### src/rtl/isaPkg.sv
package isaPkg;

    localparam int nibbleW = 4;
    localparam int regIdxW = 4;

    typedef logic [nibbleW-1:0] nibble_t;

    // Upper instruction nibble, full 4004 map so decode stays total
    typedef enum logic [3:0] {
        NOP, JCN, SRC, FIN, JUN, JMS, INC, ISZ,
        ADD, SUB, LD, XCH, BBL, LDM, EGRP, FGRP
    } oprE;

    // Accumulator group, opa field under FGRP
    typedef enum logic [3:0] {
        CLB = 4'h0, CLC = 4'h1, IAC = 4'h2, CMC = 4'h3,
        CMA = 4'h4, RAL = 4'h5, RAR = 4'h6, TCC = 4'h7,
        DAC = 4'h8, STC = 4'hA
    } fOpE;

    // RAM group, opa field under EGRP
    typedef enum logic [3:0] {
        WRM = 4'h0,
        SBM = 4'h8,
        RDM = 4'h9,
        ADM = 4'hB
    } eOpE;

    typedef enum logic [3:0] {
        PASSB, ADDC, SUBB, INCB,
        CLR, INCA, DECA, CMPA,
        ROTL, ROTR, TCCA       // TCCA moves carry into the accumulator
    } aluOpE;

endpackage

### src/rtl/memPkg.sv
package memPkg;

    localparam int ramAddrW = 4;
    localparam int ramDepth = 16;

    typedef logic [ramAddrW-1:0] ramAddr_t;

    // Peers sharing the data RAM
    typedef enum logic {
        CORE,
        HOST
    } requesterE;

endpackage

### src/rtl/memReqIf.sv
`timescale 1ns/100ps

interface memReqIf;
    import isaPkg::*;
    import memPkg::*;

    logic     valid;
    logic     ready;
    logic     write;
    ramAddr_t addr;
    nibble_t  wdata;
    nibble_t  rdata;    // Valid while rvalid is high
    logic     rvalid;   // One cycle after a read transfer

    modport requester (
        output valid, write, addr, wdata,
        input  ready, rdata, rvalid
    );

    modport arbiter (
        input  valid, write, addr, wdata,
        output ready, rdata, rvalid
    );

endinterface

### src/rtl/nibbleAlu.sv
`timescale 1ns/100ps

module nibbleAlu (
    input  isaPkg::aluOpE  aluOp,
    input  isaPkg::nibble_t accIn,
    input  isaPkg::nibble_t aluB,
    input  logic           carryIn,
    output isaPkg::nibble_t aluResult,
    output logic           aluCarry
);
    import isaPkg::*;

    nibble_t notB;

    // Inverted here so the 5-bit sum below does not widen it
    assign notB = ~aluB;

    always_comb begin
        aluResult = aluB;
        aluCarry  = carryIn;
        case (aluOp)
            PASSB: begin
                aluResult = aluB;
                aluCarry  = carryIn;
            end
            ADDC: {aluCarry, aluResult} = accIn + aluB + carryIn;
            // Carry set means no borrow
            SUBB: {aluCarry, aluResult} = accIn + notB + carryIn;
            INCB: {aluCarry, aluResult} = aluB + 1'b1;
            CLR:  {aluCarry, aluResult} = '0;
            INCA: {aluCarry, aluResult} = accIn + 1'b1;      // Carry on wrap
            DECA: {aluCarry, aluResult} = accIn + {nibbleW{1'b1}};
            CMPA: begin
                aluResult = ~accIn;
                aluCarry  = carryIn;
            end
            // Rotates go through the carry bit
            ROTL: {aluCarry, aluResult} = {accIn, carryIn};
            ROTR: {aluResult, aluCarry} = {carryIn, accIn};
            TCCA: begin
                aluResult = {{(nibbleW-1){1'b0}}, carryIn};
                aluCarry  = 1'b0;
            end
            default: begin
                aluResult = aluB;
                aluCarry  = carryIn;
            end
        endcase
    end

endmodule

### src/rtl/regFile.sv
`timescale 1ns/100ps

module regFile (
    input  logic                       clk,
    input  logic                       rstN,
    input  logic [isaPkg::regIdxW-1:0] rdIdx,
    input  logic                       we,
    input  logic [isaPkg::regIdxW-1:0] wrIdx,
    input  isaPkg::nibble_t            wdata,
    output isaPkg::nibble_t            rdata
);
    import isaPkg::*;

    localparam int NumRegs = 1 << regIdxW;

    nibble_t regs [NumRegs];

    assign rdata = regs[rdIdx];   // Combinational read

    always_ff @(posedge clk or negedge rstN) begin
        if (!rstN) begin
            for (int i = 0; i < NumRegs; i++) begin
                regs[i] <= '0;
            end
        end else if (we) begin
            regs[wrIdx] <= wdata;
        end
    end

endmodule

### src/rtl/dataRam.sv
`timescale 1ns/100ps

module dataRam #(
    parameter int RamDepth = memPkg::ramDepth
) (
    input  logic                        clk,
    input  logic                        we,
    input  logic [$clog2(RamDepth)-1:0] addr,
    input  isaPkg::nibble_t             wdata,
    output isaPkg::nibble_t             rdata
);
    import isaPkg::*;

    nibble_t mem [RamDepth];

    always_ff @(posedge clk) begin
        if (we) mem[addr] <= wdata;
        rdata <= mem[addr];   // Old data on a same-address write
    end

endmodule

### src/rtl/ramArbiter.sv
`timescale 1ns/100ps

module ramArbiter #(
    parameter int RamDepth = memPkg::ramDepth
) (
    input  logic                        clk,
    input  logic                        rstN,
    memReqIf.arbiter                    core,
    memReqIf.arbiter                    host,
    output logic                        ramWe,
    output logic [$clog2(RamDepth)-1:0] ramAddr,
    output isaPkg::nibble_t             ramWdata,
    input  isaPkg::nibble_t             ramRdata
);
    import memPkg::*;

    localparam int AddrW = $clog2(RamDepth);

    requesterE winner;
    requesterE lastWinner;
    requesterE readOwner;
    logic      readPending;
    logic      xfer;
    logic      winnerWrite;

    // Round robin on contention, lone requester served at once
    always_comb begin
        if (core.valid && host.valid) begin
            winner = (lastWinner == CORE) ? HOST : CORE;
        end else if (core.valid) begin
            winner = CORE;
        end else begin
            winner = HOST;
        end
    end

    assign core.ready  = core.valid && (winner == CORE);
    assign host.ready  = host.valid && (winner == HOST);
    assign xfer        = core.ready || host.ready;
    assign winnerWrite = (winner == CORE) ? core.write : host.write;

    assign ramWe    = xfer && winnerWrite;
    assign ramAddr  = (winner == CORE) ? core.addr[AddrW-1:0] : host.addr[AddrW-1:0];
    assign ramWdata = (winner == CORE) ? core.wdata : host.wdata;

    // ------------------------------------------------------------
    // Read response routing
    // ------------------------------------------------------------
    assign core.rdata  = ramRdata;
    assign host.rdata  = ramRdata;
    assign core.rvalid = readPending && (readOwner == CORE);
    assign host.rvalid = readPending && (readOwner == HOST);

    always_ff @(posedge clk or negedge rstN) begin
        if (!rstN) begin
            lastWinner  <= HOST;   // Core wins the first tie
            readOwner   <= CORE;
            readPending <= 1'b0;
        end else begin
            readPending <= xfer && !winnerWrite;
            if (xfer) begin
                lastWinner <= winner;
                readOwner  <= winner;
            end
        end
    end

endmodule

### src/rtl/instDecoder.sv
`timescale 1ns/100ps

module instDecoder (
    input  logic                       clk,
    input  logic                       rstN,
    input  logic                       instValid,
    input  isaPkg::nibble_t            instOpr,
    input  isaPkg::nibble_t            instOpa,
    output logic                       instReady,
    output logic [isaPkg::regIdxW-1:0] regIdx,
    input  isaPkg::nibble_t            regRdata,
    output logic                       regWe,
    output isaPkg::nibble_t            regWdata,
    output isaPkg::aluOpE              aluOp,
    output isaPkg::nibble_t            aluB,
    input  isaPkg::nibble_t            aluResult,
    input  logic                       aluCarry,
    output isaPkg::nibble_t            acc,
    output logic                       carry,
    memReqIf.requester                 mem
);
    import isaPkg::*;
    import memPkg::*;

    typedef enum logic [1:0] {IDLE, EXEC, MEMREQ, MEMWAIT} stateE;

    stateE    state;
    oprE      oprQ;
    nibble_t  opaQ;
    ramAddr_t addrLatch;
    logic     accWe;
    logic     carryWe;
    logic     carryNext;
    logic     isSrc;
    logic     isRamOp;
    logic     isRamRead;

    assign instReady = (state == IDLE);
    assign regIdx    = opaQ[regIdxW-1:0];
    assign regWdata  = (oprQ == XCH) ? acc : aluResult;   // XCH swaps on one edge

    assign mem.valid = (state == MEMREQ);
    assign mem.write = !isRamRead;
    assign mem.addr  = addrLatch;
    assign mem.wdata = acc;

    always_ff @(posedge clk) begin
        if (instValid && instReady) begin
            oprQ <= oprE'(instOpr);
            opaQ <= instOpa;
        end
    end

    // ------------------------------------------------------------
    // Opcode decode
    // ------------------------------------------------------------
    always_comb begin
        aluOp     = PASSB;
        aluB      = regRdata;
        accWe     = 1'b0;
        carryWe   = 1'b0;
        carryNext = aluCarry;
        regWe     = 1'b0;
        isSrc     = 1'b0;
        isRamOp   = 1'b0;
        isRamRead = 1'b0;
        case (oprQ)
            ADD: begin
                aluOp   = ADDC;
                accWe   = 1'b1;
                carryWe = 1'b1;
            end
            SUB: begin
                aluOp   = SUBB;
                accWe   = 1'b1;
                carryWe = 1'b1;
            end
            LD:  accWe = 1'b1;
            XCH: begin
                accWe = 1'b1;
                regWe = (state == EXEC);
            end
            INC: begin
                aluOp = INCB;
                regWe = (state == EXEC);
            end
            LDM: begin
                aluB  = opaQ;   // Immediate operand
                accWe = 1'b1;
            end
            SRC: isSrc = opaQ[0];   // Even opa is FIM, not kept
            EGRP: begin
                aluB = mem.rdata;
                case (eOpE'(opaQ))
                    WRM: isRamOp = 1'b1;
                    RDM: begin
                        isRamOp   = 1'b1;
                        isRamRead = 1'b1;
                        accWe     = 1'b1;
                    end
                    ADM, SBM: begin
                        isRamOp   = 1'b1;
                        isRamRead = 1'b1;
                        aluOp     = (eOpE'(opaQ) == ADM) ? ADDC : SUBB;
                        accWe     = 1'b1;
                        carryWe   = 1'b1;
                    end
                    default: ;
                endcase
            end
            FGRP: begin
                case (fOpE'(opaQ))
                    CLB: {aluOp, accWe, carryWe} = {CLR, 2'b11};
                    CLC: {carryWe, carryNext} = 2'b10;
                    IAC: {aluOp, accWe, carryWe} = {INCA, 2'b11};
                    CMC: {carryWe, carryNext} = {1'b1, ~carry};
                    CMA: {aluOp, accWe} = {CMPA, 1'b1};
                    RAL: {aluOp, accWe, carryWe} = {ROTL, 2'b11};
                    RAR: {aluOp, accWe, carryWe} = {ROTR, 2'b11};
                    TCC: {aluOp, accWe, carryWe} = {TCCA, 2'b11};
                    DAC: {aluOp, accWe, carryWe} = {DECA, 2'b11};
                    STC: {carryWe, carryNext} = 2'b11;
                    default: ;
                endcase
            end
            default: ;   // Dropped codes run as no-ops
        endcase
    end

    // ------------------------------------------------------------
    // Handshake FSM and architectural state
    // ------------------------------------------------------------
    always_ff @(posedge clk or negedge rstN) begin
        if (!rstN) begin
            state     <= IDLE;
            acc       <= '0;
            carry     <= 1'b0;
            addrLatch <= '0;
        end else begin
            case (state)
                IDLE: if (instValid) state <= EXEC;
                EXEC: begin
                    if (isRamOp) begin
                        state <= MEMREQ;
                    end else begin
                        state <= IDLE;
                        if (accWe) acc <= aluResult;
                        if (carryWe) carry <= carryNext;
                        if (isSrc) addrLatch <= regRdata;
                    end
                end
                MEMREQ: if (mem.ready) state <= isRamRead ? MEMWAIT : IDLE;
                MEMWAIT: begin
                    if (mem.rvalid) begin   // ALU already sees RAM data
                        state <= IDLE;
                        if (accWe) acc <= aluResult;
                        if (carryWe) carry <= carryNext;
                    end
                end
                default: state <= IDLE;
            endcase
        end
    end

endmodule

### src/rtl/nibbleCore.sv
`timescale 1ns/100ps

module nibbleCore #(
    parameter int RamDepth = memPkg::ramDepth
) (
    input  logic              clk,
    input  logic              rstN,
    input  logic              instValid,
    input  isaPkg::nibble_t   instOpr,
    input  isaPkg::nibble_t   instOpa,
    output logic              instReady,
    input  logic              hostValid,
    input  logic              hostWrite,
    input  memPkg::ramAddr_t  hostAddr,
    input  isaPkg::nibble_t   hostWdata,
    output logic              hostReady,
    output isaPkg::nibble_t   hostRdata,
    output logic              hostRvalid,
    output isaPkg::nibble_t   acc,
    output logic              carry
);
    import isaPkg::*;

    logic [regIdxW-1:0]          regIdx;
    logic                        regWe;
    nibble_t                     regWdata;
    nibble_t                     regRdata;
    aluOpE                       aluOp;
    nibble_t                     aluB;
    nibble_t                     aluResult;
    logic                        aluCarry;
    logic                        ramWe;
    logic [$clog2(RamDepth)-1:0] ramAddr;
    nibble_t                     ramWdata;
    nibble_t                     ramRdata;

    memReqIf coreMem ();
    memReqIf hostMem ();

    // Host port onto its request bundle
    assign hostMem.valid = hostValid;
    assign hostMem.write = hostWrite;
    assign hostMem.addr  = hostAddr;
    assign hostMem.wdata = hostWdata;
    assign hostReady     = hostMem.ready;
    assign hostRdata     = hostMem.rdata;
    assign hostRvalid    = hostMem.rvalid;

    instDecoder uDecoder (
        .clk       (clk),
        .rstN      (rstN),
        .instValid (instValid),
        .instOpr   (instOpr),
        .instOpa   (instOpa),
        .instReady (instReady),
        .regIdx    (regIdx),
        .regRdata  (regRdata),
        .regWe     (regWe),
        .regWdata  (regWdata),
        .aluOp     (aluOp),
        .aluB      (aluB),
        .aluResult (aluResult),
        .aluCarry  (aluCarry),
        .acc       (acc),
        .carry     (carry),
        .mem       (coreMem.requester)
    );

    nibbleAlu uAlu (
        .aluOp     (aluOp),
        .accIn     (acc),
        .aluB      (aluB),
        .carryIn   (carry),
        .aluResult (aluResult),
        .aluCarry  (aluCarry)
    );

    regFile uRegFile (
        .clk   (clk),
        .rstN  (rstN),
        .rdIdx (regIdx),
        .we    (regWe),
        .wrIdx (regIdx),
        .wdata (regWdata),
        .rdata (regRdata)
    );

    ramArbiter #(.RamDepth(RamDepth)) uArbiter (
        .clk      (clk),
        .rstN     (rstN),
        .core     (coreMem.arbiter),
        .host     (hostMem.arbiter),
        .ramWe    (ramWe),
        .ramAddr  (ramAddr),
        .ramWdata (ramWdata),
        .ramRdata (ramRdata)
    );

    dataRam #(.RamDepth(RamDepth)) uDataRam (
        .clk   (clk),
        .we    (ramWe),
        .addr  (ramAddr),
        .wdata (ramWdata),
        .rdata (ramRdata)
    );

endmodule

### config.mk
export PLATFORM = sky130hd
export DESIGN_NAME = nibbleCore
export DESIGN_NICKNAME = d
export VERILOG_FILES = /design/src/rtl/isaPkg.sv /design/src/rtl/memPkg.sv /design/src/rtl/memReqIf.sv /design/src/rtl/nibbleAlu.sv /design/src/rtl/regFile.sv /design/src/rtl/dataRam.sv /design/src/rtl/ramArbiter.sv /design/src/rtl/instDecoder.sv /design/src/rtl/nibbleCore.sv
export SDC_FILE = /design/constraint.sdc
export NUM_CORES = 1
export LEC_CHECK = 0
export BUFFER_PORTS_ARGS = -buffer_cell sky130_fd_sc_hd__buf_2
export CAP_MARGIN = 20
export CORE_MARGIN = 2
export CORE_UTILIZATION = 35
export CTS_CLUSTER_DIAMETER = 120
export CTS_CLUSTER_SIZE = 20
export DETAILED_ROUTE_END_ITERATION = 16
export GPL_ROUTABILITY_DRIVEN = 0
export GPL_TIMING_DRIVEN = 0
export PLACE_DENSITY = 0.6
export SYNTH_ARGS = -nofsm -noshare
export SYNTH_HDL_FRONTEND = slang
export SYNTH_SLANG_ARGS = --single-unit
export TNS_END_PERCENT = 10
### constraint.sdc
create_clock -name clk -period 4.72 [get_ports clk]
set_input_delay 0.236 -clock clk [delete_from_list [all_inputs] [get_ports clk]]
set_output_delay 0.236 -clock clk [all_outputs]
set_load 0.05 [all_outputs]
==> flow_summary_export.csv, run 1 <==
group,metric,value,unit
power,power_switching_share,0.4013,
die,start_util,0.3562,
clock_network,clock_path_buffers,2,
clock_network,cts_inserted_buffers,17,
layout,finish.net_count,809,
placement,placement.setup.worst_slack,-0.2055,ns
clock_network,clk-insertion-delay-late,0.44,ns
setup_path,crit_path_arrival_time,4.73,ns
route,viasPerCell,5.441,
hold_path,min_path_type,"in -> reg",
logic_synthesis,syn_inst,707,
setup_path,worstRegToRegCells,17,
route,drt-initial-drc-count,410,
logic_synthesis,ys_async_sr_fraction,0.5065,
die,die_width,155.8,microns
die,num_rows,55,
timing,maxSlewHeadroom,0.3126,
global_routing,global_route.overflow_total,0,
timing,finClkSkew,0.01160,ns
logic_synthesis,synth_area,8064,sq um
status,status,"finished clean",
setup_path,path_cells,"buf_6 > buf_8 > mux4_1 > mux2i_2 > o32ai_1 > nor2_2 > inv_1 > fa_1 > o21ai_0 > xor2_1 > a2bb2oi_1 > o22ai_1 > a311oi_2 > a22oi_2 > a31oi_4 > buf_6 > a21oi_2",
power,power_per_cell_area,565.8,nW/um^2
clock_network,clock_tree.root_cell,"clkbuf_16",
power,p_int,3179,uW
placement,dpl.hpwl,14920,microns
global_routing,first_global_vias,5792,
setup_path,cpPeakStageDelay,0.58,ns
timing,final.setup.tns,0,ns
route,drc_errors,0,
die,design.core.area,22640,sq um
setup_path,criticalPathCategory,"reg -> reg",
layout,antennaDiodeCount,0,
clock_network,cts_tree,"yes",
timing,final_hold_viol_count,0,
logic_synthesis,synth_flop_cell,"dfrtp_1",
route,total_wire_length_after_detailed_routing,20220,microns
logic_synthesis,yosys.area.top_type_share,0.2681,
global_routing,antenna_found_initial,0,
logic_synthesis,synth.lib_cells_used.distinct,84,
logic_synthesis,yosys_warnings,0,
placement,portBuffers,32,
timing,setup_slack,0.2883,ns
global_routing,grt_max_degree,56,
layout,ff_latch_area,4195,sq um
logic_synthesis,synth_area_per_cell,11.41,sq um
timing,post-route-period-util,0.9389,
timing,post-route-min-period,4.432,ns
setup_path,worstSetupPathDepth,17,
logic_synthesis,seq_area_frac_synth,0.5202,
power,reported_leakage_power,0.003642,uW
die,io_pins,33,
die,floorplan.die.height,155.8,microns
timing,final-setup-viol-count,0,
setup_path,setup.worst_path.start_class,"flop",
logic_synthesis,post_synth_edffs,72,
global_routing,grt_pass1_wl,32440,microns
route,firstDrtPassIters,5,
flow_run,max_cap_violations,0,
clock_network,cts.sink_count,154,
hold_path,hold_depth,2,
logic_synthesis,synthTopCellsByArea,"edfxtp_1, dfrtp_1, mux4_2",
power,share_clk_of_total_power,0.260,
setup_path,worst-path-buf-inv,4,
setup_path,critPathRequiredTime,5.02,ns
timing,grt_setup_unrepaired,"no",
setup_path,critPathCaptureType,"flop",
logic_synthesis,yosys.area.top_type,"edfxtp_1",
setup_path,cpMostUsedCell,"buf_6",
die,die_area,24270,sq um
power,ir_worst_vdd,332.2,uV
global_routing,grtUsageTotal,0.1755,
timing,timing.final.max_slew_violations,0,
clock_network,htreeDepth,4,
route,detail_route.wl_per_cell,18.86,microns
layout,area_taken_by_multi_input_logic_gates,3570,sq um
timing,achievable-frequency,0.2256,GHz
power,p_sw,2131,uW
setup_path,cpLargestDelayFamily,"compound AO/OA/AOI/OAI gates",
clock_network,path_clk_slew,0.07,ns
layout,syn2layout_area_growth,16.37,%
timing,holdWs,0.07520,ns
timing,worst_slew_pin_slew,1.024,ns
power,power_frac_comb,0.382,
route,route.vias.total,5833,
logic_synthesis,postSynthRegisterBits,154,
logic_synthesis,synth.net_count,742,
route,ant_nets,0,
layout,filler_cell_count,2123,
setup_path,critical_path.max_fanout,10,
power,sequentialPowerShare,0.357,
setup_path,critical_path.slowest_cell,"mux4_1",
layout,post_route_cells_drive_above_1_share,0.2249,
==> worst register-to-register path, delay by kind of cell, from the launching register on <==
family                   cells  cell delay (ns)
XOR/XNOR                     1             0.13
buffers and inverters        4             0.75
adder cells (fa/ha/maj)      1             0.43
AND/OR/NAND/NOR              1             0.24
AO/OA/AOI/OAI                8             1.53
flip-flops                   1             0.34
multiplexers                 2             0.88
==> final timing paths <==
path	from	end	slack, ns
max reg2reg	uDecoder.regIdx[0]	uRegFile.regs[7]	0.29
min reg2reg	uRegFile.regs[30]	uRegFile.regs[30]	0.47
min	hostValid	uArbiter.lastWinner	0.08
min in group asynchronous	rstN	uRegFile.regs[26]	0.25
max in group asynchronous	rstN	uArbiter.lastWinner	3.82
max	uDecoder.regIdx[0]	uRegFile.regs[7]	0.29
==> state kept, by name, indices dropped and copies added (netlist names) <==
name,flops
uArbiter.readOwner,1
uDecoder.oprQ,4
uDecoder.carry,1
uDecoder.state,2
uDataRam.rdata,4
uRegFile.regs,64
uArbiter.lastWinner,1
uDecoder.regIdx,4
uDecoder.acc,4
uDecoder.mem.addr,4
uArbiter.readPending,1
uDataRam.mem,64
==> repair_timing <==
| action | 4_1_cts | 5_1_grt |
|---|---|---|
| resized for setup | 1 | 3 |
| pin swaps | 0 | 0 |
| setup buffers | 0 | 0 |
| setup endpoints to repair | 10 | 22 |
| endpoints found under the hold margin | 32 | 0 |
| hold buffers | 10 | 0 |
==> synth_stat cells (3+ instances only) <==
master,number
nand2_1,85
dfrtp_1,77
nor2_1,75
edfxtp_1,72
o21ai_0,49
a21oi_1,30
mux4_2,30
inv_1,26
nor3_1,20
nand3_1,18
buf_2,13
a21oi_2,11
a22oi_1,11
clkbuf_1,11
ha_1,10
nor2b_1,10
nand2b_1,9
o21ai_2,9
mux2i_1,7
o21a_1,7
o22ai_1,7
a31oi_1,6
a21boi_0,5
or3_1,5
buf_4,4
buf_6,4
dfxtp_1,4
fa_1,4
nor3b_1,4
o221ai_1,4
a211oi_1,3
nand3b_1,3
o31ai_1,3
o32ai_1,3
xnor2_1,3
xor2_1,3
==> cells in the final DEF (no fill, tap or decap), drive strengths merged, types with 4 or more instances in the layout <==
| cell | count |
|---|---|
| a31oi | 7 |
| edfxtp | 72 |
| mux4 | 32 |
| o31ai | 4 |
| clkinv | 5 |
| dfxtp | 4 |
| a21oi | 41 |
| or3 | 6 |
| o21ai | 59 |
| nand2 | 85 |
| nand2b | 9 |
| ha | 10 |
| a22oi | 12 |
| o21a | 8 |
| nand3 | 19 |
| o221ai | 4 |
| nor3b | 4 |
| dlygate4sd3 | 10 |
| nor2b | 10 |
| buf | 61 |
| o22ai | 8 |
| a211oi | 4 |
| clkbuf | 30 |
| a21boi | 6 |
| fa | 4 |
| dfrtp | 77 |
| mux2i | 8 |
| nor2 | 77 |
| inv | 38 |
| nor3 | 21 |
==> routing by layer <==
layer / global-route usage / vias to the layer above / routed length, microns
met2: 0.2832 / 172 / 9777
met4: 0.07077 / 0 / 503
met3: 0.03778 / 37 / 997
met1: 0.2310 / 2874 / 8944
met5: 0 / - / 0
li1: - / 2750 / -
==> stage by stage <==
stage	area [sq um]	util	total power, uW	instances
3_5_place_dp	8646	0.3819	3924	1029
4_1_cts	9354	0.4132	5322	1071
3_3_place_gp	8581	0.3790	3879	1024
6_report	9384	0.4145	5309	1072
2_1_floorplan	8064	-	3338	707
5_1_grt	9384	0.4145	5604	1072
==> cell type report <==
cell class	instances	area share
plain buffers	36	0.02360
clock buffers	17	0.04533
clock inverters	15	0.01907
inverters	28	0.01120
multi-input cells	489	0.3804
flip-flops and latches	154	0.4471
well taps	285	0.03800
repair buffers	48	0.03533
==> kinds of logic (layout without fill, tap and decap cells) <==
logic type / Yosys count / count (layout) / share of synthesized area
and+or+nand+nor: 249 / 249 / 0.1466
AOI/OAI and AO/OA: 178 / 178 / 0.1572
DFF: 154 / 154 / 0.5202
buffers and inverters: 64 / 144 / 0.04050
muxes: 42 / 42 / 0.1035
adders and majority gates: 14 / 14 / 0.02545
xor gates and xnor gates: 6 / 6 / 0.006518
==> power groups by stage <==
stage | clock network, uW | registers [uW] | logic (uW)
floorplan | 0 | 1980 | 1350
global placement | 0 | 1920 | 1960
detailed placement | 0 | 1920 | 2000
CTS | 1410 | 1900 | 2020
global route | 1460 | 1930 | 2220
finish | 1380 | 1900 | 2030
(Power assumes the default switching activity.)
==> run 2: changes to the inputs <==
--- a/config.mk
+++ b/config.mk
@@ -8,13 +8,14 @@
 export BUFFER_PORTS_ARGS = -buffer_cell sky130_fd_sc_hd__buf_2
 export CAP_MARGIN = 20
 export CORE_MARGIN = 2
-export CORE_UTILIZATION = 35
+export CORE_UTILIZATION = 55
 export CTS_CLUSTER_DIAMETER = 120
 export CTS_CLUSTER_SIZE = 20
 export DETAILED_ROUTE_END_ITERATION = 16
 export GPL_ROUTABILITY_DRIVEN = 0
 export GPL_TIMING_DRIVEN = 0
-export PLACE_DENSITY = 0.6
+export PLACE_DENSITY = 0.82
+export SKIP_LAST_GASP = 1
 export SYNTH_ARGS = -nofsm -noshare
 export SYNTH_HDL_FRONTEND = slang
 export SYNTH_SLANG_ARGS = --single-unit
==> run 2 against run 1 <==
Net effect:
- count of clock-buffer cells in the layout did not move
- wire length rose by 1.1%
- critical endpoint unchanged
- combinational power barely moved
- non-clock buffer count rose by 1
- core utilization rose by 23 points
- die area fell by 36%
==> flow_summary_export.csv, run 2 (same netlist as run 1, synthesis figures left out) <==
group,metric,value,unit
clock_network,cts_tree,"yes",
global_routing,antenna_found_initial,0,
timing,final-setup-viol-count,0,
setup_path,critical_path.slowest_cell,"a311oi_2",
global_routing,global_route.overflow_total,0,
global_routing,grt_max_degree,49,
timing,final_hold_viol_count,0,
power,power,5303,uW
route,firstDrtPassIters,7,
placement,placed_cell_area,8534,sq um
power,power_frac_comb,0.389,
route,detail_route.wl_per_cell,21.04,microns
timing,maxSlewHeadroom,0.4653,
layout,post_route_cells_drive_above_1_share,0.2234,
die,num_rows,44,
power,p_int,3169,uW
global_routing,grt_pass1_wl,33290,microns
setup_path,critical_register_to_register_path_endpoint,"uRegFile.regs[7]",
layout,design_area,9234,sq um
flow_run,max_cap_violations,0,
clock_network,cts_setup_buffers,0,
power,power_switching_share,0.4025,
clock_network,path_clk_slew,0.07,ns
placement,dpl.hpwl,14840,microns
setup_path,cpPeakStageDelay,0.48,ns
setup_path,setup.worst_path.start_class,"flop",
clock_network,clock_path_buffers,2,
hold_path,hold_path.startpoint,"hostValid",
timing,final.setup.tns,0,ns
global_routing,first_global_vias,6120,
hold_path,hold_end,"uArbiter.readOwner",
timing,post-route-min-period,4.584,ns
die,io_pins,33,
hold_path,min_path_type,"in -> reg",
timing,worst_slew_pin_slew,0.7949,ns
clock_network,htreeDepth,4,
route,viasPerCell,6.407,
route,total_wire_length_after_detailed_routing,20450,microns
setup_path,worstSetupPathDepth,17,
setup_path,critPathCaptureType,"flop",
layout,stdcell_count,972,
die,die_area,15650,sq um
route,ant_nets,0,
setup_path,crit_path_arrival_time,4.88,ns
power,p_sw,2134,uW
timing,grt_setup_unrepaired,"yes",
clock_network,cts_inserted_buffers,17,
layout,biggestRegsByFlops,"uDataRam.mem (64), uRegFile.regs (64)",
die,design.core.area,14420,sq um
layout,mostFrequentLayoutCell,"nand2_1",
timing,finClkSkew,0.01019,ns
die,die_width,125.1,microns
layout,layout_common_cells,"nand2_1, dfrtp_1, nor2_1, edfxtp_1, o21ai_0",
power,share_clk_of_total_power,0.250,
power,reported_leakage_power,0.003636,uW
timing,timing.final.max_slew_violations,0,
route,route.vias.total,6228,
layout,finish.net_count,810,
placement,portBuffers,32,
layout,final_util,0.6402,
route,drt-initial-drc-count,791,
clock_network,clk-insertion-delay-late,0.43,ns
die,floorplan.die.height,125.1,microns
die,start_util,0.5591,
global_routing,grtUsageTotal,0.2727,
status,status,"finished clean",
placement,numPlacedInstances,929,
power,sequentialPowerShare,0.362,
setup_path,critical_path.max_fanout,10,
power,power_per_cell_area,574.3,nW/um^2
setup_path,regToRegStartpoint,"uDecoder.regIdx[3]",
layout,syn2layout_area_growth,14.51,%
clock_network,clock_tree.root_cell,"clkbuf_16",
clock_network,cts.sink_count,154,
route,drc_errors,0,
timing,post-route-period-util,0.9712,
power,ir_worst_vdd,360.6,uV
setup_path,critPathRequiredTime,5.02,ns
layout,antennaDiodeCount,0,
hold_path,hold_depth,2,
setup_path,reg2reg_setup_slack,0.14,ns
setup_path,criticalPathCategory,"reg -> reg",
setup_path,cpLargestDelayFamily,"compound AO/OA/AOI/OAI gates",
setup_path,worst-path-buf-inv,3,
setup_path,worstRegToRegCells,17,
setup_path,path_cells,"clkbuf_2 > buf_2 > mux4_2 > o22ai_1 > nor3_1 > a311oi_2 > ha_1 > a21oi_1 > o21ai_0 > xor2_1 > a2bb2oi_1 > o22ai_1 > a311oi_2 > a22oi_2 > a31oi_4 > buf_6 > a21oi_2",
timing,achievable-frequency,0.2182,GHz
-- run 2: power by group through the flow --
stage | clock network, uW | registers, uW | logic (uW)
floorplan | 0 | 1980 | 1350
global placement | 0 | 1910 | 1880
detailed placement | 0 | 1930 | 2000
CTS | 1340 | 1910 | 2020
global route | 1400 | 1940 | 2220
finish | 1320 | 1920 | 2060
-- run 2: area by class of cell --
class | count | area (sq um)
multi-input combinational | 489 | 3560
tap | 184 | 230.2
clock buffer | 17 | 425.4
fill | 1082 | 5190
clock inverter | 15 | 150.1
buffer | 36 | 221.5
sequential | 154 | 4195
timing repair buffer | 49 | 346.6
inverter | 28 | 105.1
-- run 2: how the worst max path moves through the flow --
| stage | from | end |
|---|---|---|
| 2_1_floorplan | uDecoder.regIdx[0] | uRegFile.regs[21] |
| 3_3_place_gp | uDecoder.regIdx[0] | uRegFile.regs[29] |
| 3_5_place_dp | uDecoder.regIdx[0] | uRegFile.regs[29] |
| 4_1_cts | uDecoder.regIdx[0] | uRegFile.regs[29] |
| 5_1_grt | uDecoder.regIdx[0] | uRegFile.regs[58] |
| 6_report | uDecoder.regIdx[3] | uRegFile.regs[7] |
-- run 2: routing by layer --
metal | GRT usage | wire length, microns | share of wire | vias to the layer above
met5 | 0 | 0 | 0 | -
met4 | 0.09608 | 664 | 0.032 | 0
met3 | 0.06804 | 1811 | 0.089 | 69
met2 | 0.4437 | 10070 | 0.49 | 379
met1 | 0.3604 | 7909 | 0.39 | 3030
li1 | - | - | - | 2750
-- run 2: repair_timing --
item	4_1_cts	5_1_grt
hold buffers	10	0
pin swaps	0	0
endpoints found under the setup margin	10	28
endpoints found under the hold margin	39	0
resized for setup	1	1
-- run 2: per-stage QoR --
step | hold slack [ns] | setup WS, ns
after floorplan | -0.05959 | 1.009
after global placement | 0.4158 | -0.01534
after detailed placement | 0.2016 | -0.1103
after CTS | 0.05702 | 0.08025
after global routing | 0.06864 | -0.06685
final | 0.07274 | 0.1362
-- run 2: worst reg2reg max path: stages, from the launching register on --
cell and delay (ns):
edfxtp_1 0.33, clkbuf_2 0.20, buf_2 0.31, mux4_2 0.36, o22ai_1 0.31, nor3_1 0.11
a311oi_2 0.48, ha_1 0.41, a21oi_1 0.17, o21ai_0 0.12, xor2_1 0.18, a2bb2oi_1 0.23
o22ai_1 0.16, a311oi_2 0.28, a22oi_2 0.12, a31oi_4 0.39, buf_6 0.24, a21oi_2 0.07
